==> config.mk <==
export PLATFORM = sky130hd
export DESIGN_NAME = am_lock_lane
export DESIGN_NICKNAME = d
export VERILOG_FILES = /design/src/am_codes_pkg.sv /design/src/am_lock_ctrl_pkg.sv /design/src/am_lock_comparator.sv /design/src/am_lock_timer.sv /design/src/am_lock_fsm.sv /design/src/am_lock_lane.sv
export SDC_FILE = /design/constraint.sdc
export NUM_CORES = 1
export LEC_CHECK = 0
export ABC_AREA = 1
export BUFFER_PORTS_ARGS = -buffer_cell sky130_fd_sc_hd__buf_2
export CAP_MARGIN = 25
export CELL_PAD_IN_SITES_DETAIL_PLACEMENT = 0
export CELL_PAD_IN_SITES_GLOBAL_PLACEMENT = 1
export CORE_MARGIN = 5
export CORE_UTILIZATION = 33
export DETAILED_ROUTE_END_ITERATION = 8
export PLACE_DENSITY_LB_ADDON = 0.15
export SLEW_MARGIN = 20
export SYNTH_ARGS = -nofsm -noshare
export SYNTH_HDL_FRONTEND = slang
export SYNTH_SLANG_ARGS = --single-unit
export TNS_END_PERCENT = 1
==> constraint.sdc <==
create_clock -name i_clock -period 2.5 [get_ports i_clock]
set_input_delay 0.375 -clock i_clock [delete_from_list [all_inputs] [get_ports i_clock]]
set_output_delay 0.375 -clock i_clock [all_outputs]
set_load 0.02 [all_outputs]
==> src/am_codes_pkg.sv <==
package am_codes_pkg;

	localparam int NB_AM      = 48;	// compared marker field
	localparam int N_ALIGNER  = 20;	// one marker per pcs lane
	localparam int NB_LANE_ID = 5;

	typedef logic [NB_AM-1:0]      am_word_t;
	typedef logic [N_ALIGNER-1:0]  am_vec_t;	// one bit per marker
	typedef logic [NB_LANE_ID-1:0] lane_id_t;

	// entry k holds the codeword of pcs lane k
	localparam am_word_t AM_TABLE [0:N_ALIGNER-1] = '{
		48'hC168213E97DE,	// lane 0
		48'h9D718E628E71,
		48'h594BE8A6B417,
		48'h4D957BB26A84,
		48'hF507090AF8F6,
		48'hDD14C222EB3D,	// lane 5
		48'h9A4A2665B5D9,
		48'h7B456684BA99,
		48'hA024765FDB89,
		48'h68C9FB973604,
		48'hFD6C99029366,	// lane 10
		48'hB99155466EAA,
		48'h5CB9B2A3464D,
		48'h1AF8BDE50742,
		48'h83C7CA7C3835,
		48'h3536CDCAC932,	// lane 15
		48'hC4314C3BCEB3,
		48'hADD6B7522948,
		48'h5F662AA099D5,
		48'hC0F0E53F0F1A	// lane 19
	};

endpackage

==> src/am_lock_ctrl_pkg.sv <==
package am_lock_ctrl_pkg;

	typedef enum logic [1:0]
	{
		ST_SEARCH,	// compare against every marker
		ST_CONFIRM,	// first hit seen, waiting for the second
		ST_LOCKED,
		ST_SLIP		// locked but at least one bad marker
	} lock_state_t;

	localparam int GOOD_TO_LOCK  = 2;	// consecutive good markers for lock
	localparam int BAD_TO_UNLOCK = 4;	// consecutive bad markers to drop lock

	// wide enough for the larger of the two thresholds
	localparam int NB_LOCK_CNT =
		$clog2(((GOOD_TO_LOCK > BAD_TO_UNLOCK) ? GOOD_TO_LOCK : BAD_TO_UNLOCK) + 1);

	typedef logic [NB_LOCK_CNT-1:0] lock_cnt_t;

	localparam int AM_PERIOD_DEFAULT = 16384;	// valid blocks between markers
	localparam int NB_PERIOD         = 15;

	typedef logic [NB_PERIOD-1:0] period_t;

endpackage

==> src/am_lock_comparator.sv <==
`timescale 1ns/1ps

module am_lock_comparator
(
	input  logic                   i_enable_mask,	// search in progress
	input  logic                   i_timer_done,	// marker due on this block
	input  am_codes_pkg::am_word_t i_am_value,
	input  am_codes_pkg::am_word_t i_compare_mask,	// 1 = bit takes part
	input  am_codes_pkg::am_vec_t  i_match_mask,	// markers allowed to hit
	output logic                   o_am_match,
	output am_codes_pkg::am_vec_t  o_match_vector
);
	import am_codes_pkg::*;

	am_vec_t lane_hit;
	am_vec_t match_vector;
	logic    any_hit;
	logic    window;

	// one masked compare per marker codeword
	for (genvar k = 0; k < N_ALIGNER; k++)
	begin : g_lane
		am_word_t agree;

		// ignored bits are forced to agree
		assign agree       = ~(i_am_value ^ AM_TABLE[k]) | ~i_compare_mask;
		assign lane_hit[k] = &agree;
	end

	assign match_vector = lane_hit & i_match_mask;	// only expected markers
	assign any_hit      = |match_vector;

	// a hit counts while searching or where the next marker is due
	assign window = i_enable_mask | i_timer_done;

	assign o_am_match     = any_hit & window;
	assign o_match_vector = match_vector;

endmodule

==> src/am_lock_timer.sv <==
`timescale 1ns/1ps

module am_lock_timer
#(
	parameter int P_AM_PERIOD = am_lock_ctrl_pkg::AM_PERIOD_DEFAULT
)
(
	input  logic i_clock,
	input  logic i_rst_n,
	input  logic i_valid,
	input  logic i_restart,	// marker found on this block
	output logic o_timer_done
);
	import am_lock_ctrl_pkg::*;

	period_t count;		// valid blocks left until the next marker
	period_t load_value;
	logic    last_block;
	logic    reload;

	// restart block counts as block zero
	assign load_value = period_t'(P_AM_PERIOD - 1);

	assign last_block   = (count == '0);
	assign o_timer_done = i_valid && last_block;

	// the done block also starts the next period
	assign reload = i_valid && (i_restart || last_block);

	// free-runs after reset until the first hit restarts it
	always_ff @(posedge i_clock)
	begin
		if (!i_rst_n)
			count <= load_value;
		else if (reload)
			count <= load_value;
		else if (i_valid)
			count <= count - 1'b1;	// idle cycles hold the count
	end

endmodule

==> src/am_lock_fsm.sv <==
`timescale 1ns/1ps

module am_lock_fsm
(
	input  logic                   i_clock,
	input  logic                   i_rst_n,
	input  logic                   i_valid,
	input  logic                   i_am_match,
	input  am_codes_pkg::am_vec_t  i_match_vector,
	input  logic                   i_timer_done,
	output logic                   o_enable_mask,	// open compare window
	output am_codes_pkg::am_vec_t  o_match_mask,	// markers the comparator accepts
	output logic                   o_timer_restart,
	output logic                   o_lock,
	output am_codes_pkg::lane_id_t o_lane_id,
	output logic                   o_am_found
);
	import am_codes_pkg::*;
	import am_lock_ctrl_pkg::*;

	lock_state_t state;
	lock_state_t state_next;
	lock_cnt_t   good_cnt;
	lock_cnt_t   good_cnt_next;
	lock_cnt_t   bad_cnt;
	lock_cnt_t   bad_cnt_next;
	am_vec_t     expected_mask;
	am_vec_t     expected_mask_next;
	lane_id_t    lane_id;
	lane_id_t    lane_id_next;
	lane_id_t    hit_lane;
	logic        lock;
	logic        lock_next;
	logic        am_found;
	logic        am_found_next;
	logic        first_hit;
	logic        judge;

	// lowest set bit wins if several markers hit
	function automatic lane_id_t lowest_lane(input am_vec_t vec);
		lane_id_t id;

		id = '0;
		for (int k = N_ALIGNER - 1; k >= 0; k--)
		begin
			if (vec[k])
				id = lane_id_t'(k);
		end
		return id;
	endfunction

	assign hit_lane  = lowest_lane(i_match_vector);
	assign first_hit = i_valid && (state == ST_SEARCH) && i_am_match;
	assign judge     = i_valid && i_timer_done;	// block where a marker is due

	always_comb
	begin
		state_next         = state;
		good_cnt_next      = good_cnt;
		bad_cnt_next       = bad_cnt;
		expected_mask_next = expected_mask;
		lane_id_next       = lane_id;
		lock_next          = lock;
		am_found_next      = 1'b0;

		case (state)
			ST_SEARCH:
			begin
				if (first_hit)
				begin
					lane_id_next       = hit_lane;
					expected_mask_next = am_vec_t'(1) << hit_lane;
					good_cnt_next      = lock_cnt_t'(1);	// first hit counts as good
					state_next         = ST_CONFIRM;
				end
			end

			ST_CONFIRM:
			begin
				if (judge)
				begin
					if (i_am_match)
					begin
						good_cnt_next = good_cnt + 1'b1;
						if (good_cnt_next == lock_cnt_t'(GOOD_TO_LOCK))
						begin
							lock_next    = 1'b1;
							bad_cnt_next = '0;
							state_next   = ST_LOCKED;
						end
					end
					else
					begin
						good_cnt_next = '0;	// wrong or missing marker
						state_next    = ST_SEARCH;
					end
				end
			end

			ST_LOCKED,
			ST_SLIP:
			begin
				if (judge)
				begin
					if (i_am_match)
					begin
						am_found_next = 1'b1;
						bad_cnt_next  = '0;
						state_next    = ST_LOCKED;
					end
					else
					begin
						bad_cnt_next = bad_cnt + 1'b1;
						if (bad_cnt_next == lock_cnt_t'(BAD_TO_UNLOCK))
						begin
							lock_next     = 1'b0;
							bad_cnt_next  = '0;
							good_cnt_next = '0;
							state_next    = ST_SEARCH;	// restart the search
						end
						else
							state_next = ST_SLIP;
					end
				end
			end

			default:
				state_next = ST_SEARCH;
		endcase
	end

	always_ff @(posedge i_clock)
	begin
		if (!i_rst_n)
		begin
			state         <= ST_SEARCH;
			good_cnt      <= '0;
			bad_cnt       <= '0;
			expected_mask <= '0;
			lane_id       <= '0;
			lock          <= 1'b0;
			am_found      <= 1'b0;
		end
		else
		begin
			state         <= state_next;
			good_cnt      <= good_cnt_next;
			bad_cnt       <= bad_cnt_next;
			expected_mask <= expected_mask_next;
			lane_id       <= lane_id_next;
			lock          <= lock_next;
			am_found      <= am_found_next;
		end
	end

	assign o_enable_mask   = (state == ST_SEARCH);
	assign o_match_mask    = (state == ST_SEARCH) ? '1 : expected_mask;
	assign o_timer_restart = first_hit;	// align timer to the hit
	assign o_lock          = lock;
	assign o_lane_id       = lane_id;
	assign o_am_found      = am_found;

endmodule

==> src/am_lock_lane.sv <==
`timescale 1ns/1ps

module am_lock_lane
#(
	parameter int P_AM_PERIOD = am_lock_ctrl_pkg::AM_PERIOD_DEFAULT
)
(
	input  logic                   i_clock,
	input  logic                   i_rst_n,
	input  logic                   i_valid,	// one block per valid cycle
	input  am_codes_pkg::am_word_t i_payload,	// descrambled block payload
	input  am_codes_pkg::am_word_t i_compare_mask,
	output logic                   o_lock,
	output am_codes_pkg::lane_id_t o_lane_id,
	output logic                   o_am_found
);
	import am_codes_pkg::*;

	logic    enable_mask;	// fsm -> comparator
	am_vec_t match_mask;
	logic    am_match;	// comparator -> fsm
	am_vec_t match_vector;
	logic    timer_restart;	// fsm -> timer
	logic    timer_done;	// timer -> comparator and fsm

	am_lock_comparator u_comparator
	(
		.i_enable_mask  (enable_mask),
		.i_timer_done   (timer_done),
		.i_am_value     (i_payload),
		.i_compare_mask (i_compare_mask),
		.i_match_mask   (match_mask),
		.o_am_match     (am_match),
		.o_match_vector (match_vector)
	);

	am_lock_timer
	#(
		.P_AM_PERIOD (P_AM_PERIOD)
	)
	u_timer
	(
		.i_clock      (i_clock),
		.i_rst_n      (i_rst_n),
		.i_valid      (i_valid),
		.i_restart    (timer_restart),
		.o_timer_done (timer_done)
	);

	am_lock_fsm u_fsm
	(
		.i_clock         (i_clock),
		.i_rst_n         (i_rst_n),
		.i_valid         (i_valid),
		.i_am_match      (am_match),
		.i_match_vector  (match_vector),
		.i_timer_done    (timer_done),
		.o_enable_mask   (enable_mask),
		.o_match_mask    (match_mask),
		.o_timer_restart (timer_restart),
		.o_lock          (o_lock),
		.o_lane_id       (o_lane_id),
		.o_am_found      (o_am_found)
	);

endmodule

==> results of run 1 <==
==> worst paths after layout <==
check                                  from  slack [ns]  cells after the start                               to
max             u_fsm.state[1]$_SDFFE_PN0P_       -0.20                     26  u_fsm.o_lane_id[0]$_SDFFE_PN0P_
min                                 i_rst_n        0.35                      3   u_fsm.good_cnt[0]$_SDFFE_PN0P_
max reg2reg     u_fsm.state[1]$_SDFFE_PN0P_       -0.20                     26  u_fsm.o_lane_id[0]$_SDFFE_PN0P_
min reg2reg  u_timer.count[14]$_SDFFE_PP0P_        0.45                      2   u_timer.count[14]$_SDFFE_PP0P_
==> layout make-up <==
cell class | count | area, um^2
repair buffers | 292 | 1970
clock inverters | 3 | 28.8
inverters | 136 | 513
fillers | 1522 | 6710
flip-flops and latches | 50 | 1010
well taps | 180 | 225
clock buffers | 5 | 125
multi-input cells | 656 | 3240
==> metrics by stage <==
stage	setup WS, ns	std cells	hold slack (ns)
2_1_floorplan	0.151	847	0.418
3_3_place_gp	-0.556	1301	0.432
3_5_place_dp	-0.515	1301	0.438
4_1_cts	-0.132	1320	0.338
5_1_grt	-0.418	1322	0.346
6_report	-0.199	1322	0.346
==> routing by layer <==
layer,vias to the layer above,global-route usage [%],share of wire (%)
met3,57,4.98,8.3
met1,2681,31.1,44
li1,3250,-,-
met4,0,9.99,4.5
met5,-,0,0
met2,244,36.5,43
==> placed cells by master, fill, tap and decap left out, drive strengths merged <==
master	instances
o31ai	2
a211oi	4
o2111a	1
buf	292
and2	4
or2	5
a21oi	4
o2111ai	2
o21bai	2
a31oi	2
clkinv	3
o211ai	2
o22ai	1
inv	136
and3	2
ha	5
xor2	2
nor2	148
xnor2	6
nand3	32
nor4b	1
nand2	317
dfxtp	50
nand3b	3
nor4	22
clkbuf	5
o21ai	30
nor3b	1
nor3	28
nand4	30
==> kinds of logic after synthesis <==
kind of cell    synth area share [%]
compound gates                  6.72
xor+xnor                        1.52
fa+ha+maj                       1.35
buf+inv                         12.0
flops                           21.7
simple gates                    56.8
==> worst max-delay path, stage by stage, from the launching register on <==
cell and delay, ns:
dfxtp_2 0.36, nor2_4 0.16, buf_4 0.15, o21ai_1 0.08, nor3_2 0.21, nand3b_1 0.20
nand2_1 0.11, nand2_1 0.05, nand2_1 0.05, nand2_1 0.05, nand2_1 0.05, nand2_1 0.06
nand2_1 0.06, nand2_1 0.06, nand2_1 0.06, nand2_1 0.06, nand2_1 0.06, nand2_1 0.05
nand2_1 0.05, nand2_1 0.05, nand2_1 0.06, nand2_1 0.06, nand2_2 0.08, nand2_4 0.09
buf_4 0.15, buf_4 0.12, o21ai_1 0.10
==> power groups by stage <==
stage               Clock (W)  Combinational (W)  Sequential [W]
floorplan                   0           0.000295        0.000819
global placement            0           0.000749        0.000819
detailed placement          0           0.000744        0.000819
CTS                  0.000730           0.000765        0.000799
global route         0.000760           0.000861        0.000800
finish               0.000701           0.000791        0.000800
==> flip-flops by register name, indices dropped and copies added, names as in the netlist <==
name and cells:
u_fsm.o_am_found 1, u_timer.count 15, u_fsm.expected_mask 20, u_fsm.state 2, u_fsm.o_lane_id 5, u_fsm.good_cnt 3, u_fsm.o_lock 1, u_fsm.bad_cnt 3
==> repair_timing <==
item                                    4_1_cts  5_1_grt
cloned                                        1        0
setup buffers                                10        2
pin swaps                                    14        7
resized for setup                            30       22
endpoints found under the setup margin       50       50
==> flow_summary.ini, run 1 <==
[status]
status = finished with violations
failed_checks = setup timing

[drt]
dr.pass1.iters = 5
viasPerCell = 4.71
ant_nets = 0
drc = 0
routed_wirelength_um = 19200
drt_iter0_markers = 387
num_vias = 6232
wire_per_inst_um = 14.6

[cts]
cts_hold_buf = 0
clock-sinks = 50
cts_root_buf = clkbuf_16
clockBufferDepth = 2
htree_levels = 2
clk_latency_ns = 0.30
path_clk_slew_ns = 0.07
numCtsBuffers = 5
tritoncts = done

[timing]
fin_crit_ns = 2.70
slew_violations = 0
grt_setup_unrepaired = true
setup_ws_ns = -0.199
setup_viol = 36
fmax_mhz = 370
slew_headroom_pct = 64.5
hold_viol = 0
tightest_slew_ns = 0.527
fin_setup_tns_ns = -3.40
finalCritPeriodShare_pct = 108
fin_skew_ns = 0.00746

[run]
maxCapViolations = 0

[logic_synthesis]
dominantRegCellSynth = dfxtp_1
yosysWarnings = 0
synth_area_mm2 = 0.00462
avgSynthCellArea_um2 = 5.46
yosys_register_bits = 50
synth_nets = 951
synth_most_common_cell = nand2_1
yosysTopAreaCellShare_pct = 25.3
synth_commonest_cells = nand2_1, nor2_1, inv_1
synthCells = 847
synth_edf_count = 0
ys_types = 49
synthTopCellsByArea = nand2_1, dfxtp_1, nor2_1
async_flop_share_pct = 0
ys_seq_area_share_pct = 21.7
synth_area_leader_cell = nand2_1

[pwr]
vdd_drop_max_uv = 283
p_leak_nw = 3.81
combPwrFrac_pct = 34.5
switchingPower_w = 0.000761
p_seq_share_pct = 34.9
powerDensity_mw_per_mm2 = 322
p_clk_share_pct = 30.6
switching_share_pct = 33.2
finalPower_w = 0.00229
power.internal_w = 0.00153

[placed_design]
place_area_mm2 = 0.00667
hpwl_um = 16800
finalWeightedCongestion = 1.06
io_buffers = 105

[floorplanning]
num_rows = 43
die_w_um = 128
core-area_mm2 = 0.0138
ioPinCount = 106
start_util_pct = 33.4
dieArea_mm2 = 0.0165
fp.dieH_um = 128

[worst_setup_path]
endpoint_kind = flip-flop
crit_fanout = 7
cp-start-kind = flip-flop
path_class = reg2reg
cp_data_arrival_time_ns = 2.93
worstPathRequired_ns = 2.73

[finish]
utilization_pct = 51.5
area_growth_pct = 54.0
drive_gt1_share_pct = 33.6
design_area_mm2 = 0.00712
layout.nets = 1245
n_antenna_cell = 0

[global_routing]
grt_pass1_vias = 6048
grt_max_degree = 19
antenna_found_initial = 0
overflow = 0
grt_pass1_wl_um = 30300
grt_usage_pct = 23.4

[worst_hold_path]
hp-class = in2reg
Note: power is estimated with default switching activity, not from simulation.
==> run 2, diff against run 1 <==
--- a/config.mk
+++ b/config.mk
@@ -8,12 +8,11 @@
 export ABC_AREA = 1
 export BUFFER_PORTS_ARGS = -buffer_cell sky130_fd_sc_hd__buf_2
 export CAP_MARGIN = 25
-export CELL_PAD_IN_SITES_DETAIL_PLACEMENT = 0
-export CELL_PAD_IN_SITES_GLOBAL_PLACEMENT = 1
 export CORE_MARGIN = 5
-export CORE_UTILIZATION = 33
+export CORE_UTILIZATION = 50
 export DETAILED_ROUTE_END_ITERATION = 8
 export PLACE_DENSITY_LB_ADDON = 0.15
+export SKIP_CTS_REPAIR_TIMING = 1
 export SLEW_MARGIN = 20
 export SYNTH_ARGS = -nofsm -noshare
 export SYNTH_HDL_FRONTEND = slang
==> run 2 against run 1 <==
Net effect: the flow still finishes with violations (setup timing); sequential share of layout area is 0.77 points higher; sequential cell count stayed put; count of clock-buffer cells in the layout is 1 higher; critical path type unchanged; highest routed layer unchanged.
==> flow_summary.ini, run 2 (synthesized netlist as in run 1, its figures left out) <==
[worst_setup_path]
critPathTopFamily = simple AND/OR/NAND/NOR gates
timing.rr.end = u_fsm.expected_mask[3]$_SDFFE_PN0P_
rrSetupSlack_ns = -0.17
rr_worst_depth = 29
crit_buf_inv = 1
cpMostUsedCell = nand2_1
endpoint_kind = flip-flop
crit_fanout = 6
cp_data_arrival_time_ns = 2.91
path_depth = 29
path_class = reg2reg
worstPathRequired_ns = 2.74
cp-start-kind = flip-flop
worst_path_max_delay_cell = dfxtp_4
critical_path.max_stage_delay_ns = 0.39
worstReg2RegStart = u_fsm.state[0]$_SDFFE_PN0P_

[finish]
final_common_cell = nand2_1
top_register = u_fsm.expected_mask
layout.nets = 1224
area_growth_pct = 46.4
fill_cells = 797
final_cell_mix = nand2_1, buf_4, nor2_1, inv_1, buf_2
drive_gt1_share_pct = 31.2
final_cells = 1232
n_antenna_cell = 0
largest_register_ff_count = 20

[pwr]
finalPower_w = 0.00204
powerDensity_mw_per_mm2 = 302
vdd_drop_max_uv = 343
p_leak_nw = 3.70

[floorplanning]
fp.dieH_um = 106
die_w_um = 106
num_rows = 35
ioPinCount = 106
core-area_mm2 = 0.00911
dieArea_mm2 = 0.0113
start_util_pct = 50.7

[drt]
ant_nets = 0
routed_wirelength_um = 17800
wire_per_inst_um = 14.5
viasPerCell = 5.16
num_vias = 6358
dr.pass1.iters = 6
drc = 0
drt_iter0_markers = 441

[placed_design]
placedCellCount = 1217
io_buffers = 105
finalWeightedCongestion = 1.13
hpwl_um = 14900

[timing]
setup_viol = 41
fmax_mhz = 374
finalCritPeriodShare_pct = 107
slew_headroom_pct = 65.7
fin_setup_tns_ns = -4.97
fin_crit_ns = 2.67
fin_skew_ns = 0.0144
tightest_slew_ns = 0.514
grt_setup_unrepaired = true
hold_viol = 0
worst_hold_slack_ns = 0.344
slew_violations = 0
setup_ws_ns = -0.171

[global_routing]
grt_pass1_vias = 6124
antenna_found_initial = 0
grt_pass1_wl_um = 27700
grt_max_degree = 23
grt_usage_pct = 30.5
overflow = 0

[cts]
clockBufferDepth = 2
clock-sinks = 50
tritoncts = done
htree_levels = 2
cts_root_buf = clkbuf_8
clk_latency_ns = 0.31
numCtsBuffers = 5
path_clk_slew_ns = 0.10

[status]
failed_checks = setup timing
status = finished with violations

[worst_hold_path]
min_from = i_rst_n
hp-class = in2reg
whs_endpoint = u_fsm.good_cnt[0]$_SDFFE_PN0P_
hold_depth = 3

[run]
maxCapViolations = 0
[run 2: power breakdown]
group          leakage (nW)  switching (W)  internal (W)
registers             0.405     0.00000202      0.000797
clock network        0.0478       0.000289      0.000229
logic                  3.24       0.000405      0.000322
[run 2: per-layer routing]
layer	share of wire (%)	GRT usage (%)	vias up
met4	6.3	17.6	0
met3	7.0	3.89	80
met5	0	0	-
met1	41	36.7	2770
li1	-	-	3221
met2	45	52.1	287
[run 2: worst max path at each step]
stage / startpoint / to
global route: u_fsm.state[0]$_SDFFE_PN0P_ / u_fsm.expected_mask[0]$_SDFFE_PN0P_
finish: u_fsm.state[0]$_SDFFE_PN0P_ / u_fsm.expected_mask[3]$_SDFFE_PN0P_
global placement: i_compare_mask[39] / u_fsm.state[1]$_SDFFE_PN0P_
detailed placement: i_compare_mask[39] / u_fsm.state[0]$_SDFFE_PN0P_
floorplan: u_timer.count[0]$_SDFFE_PP1P_ / u_fsm.state[1]$_SDFFE_PN0P_
CTS: u_fsm.state[1]$_SDFFE_PN0P_ / u_fsm.state[0]$_SDFFE_PN0P_
[run 2: worst reg2reg max path: cells and delay by family (launching register included)]
family	cells	cell delay [ns]
and+or+nand+nor	27	1.98
AOI/OAI and AO/OA	1	0.14
DFF	1	0.39
buffers and inverters	1	0.09
[run 2: stage by stage]
step	worst slack (ns)	instance area (um^2)	util, %
after detailed placement	-0.456	6460	70.9
final	-0.171	6770	74.3
after CTS	-0.217	6560	72.0
after global routing	-0.435	6770	74.3
after global placement	-0.419	6460	70.9
after floorplan	0.151	4620	-
[run 2: layout make-up]
class                           instances  area [um^2]  area share, %
Clock buffer                            6         82.6           1.22
Multi-Input combinational cell        656         3200           47.3
Sequential cell                        50         1010           14.9
Tap cell                              111          139           2.05
Timing Repair Buffer                  271         1800           26.6
Clock inverter                          2         16.3          0.240
Inverter                              136          515           7.62
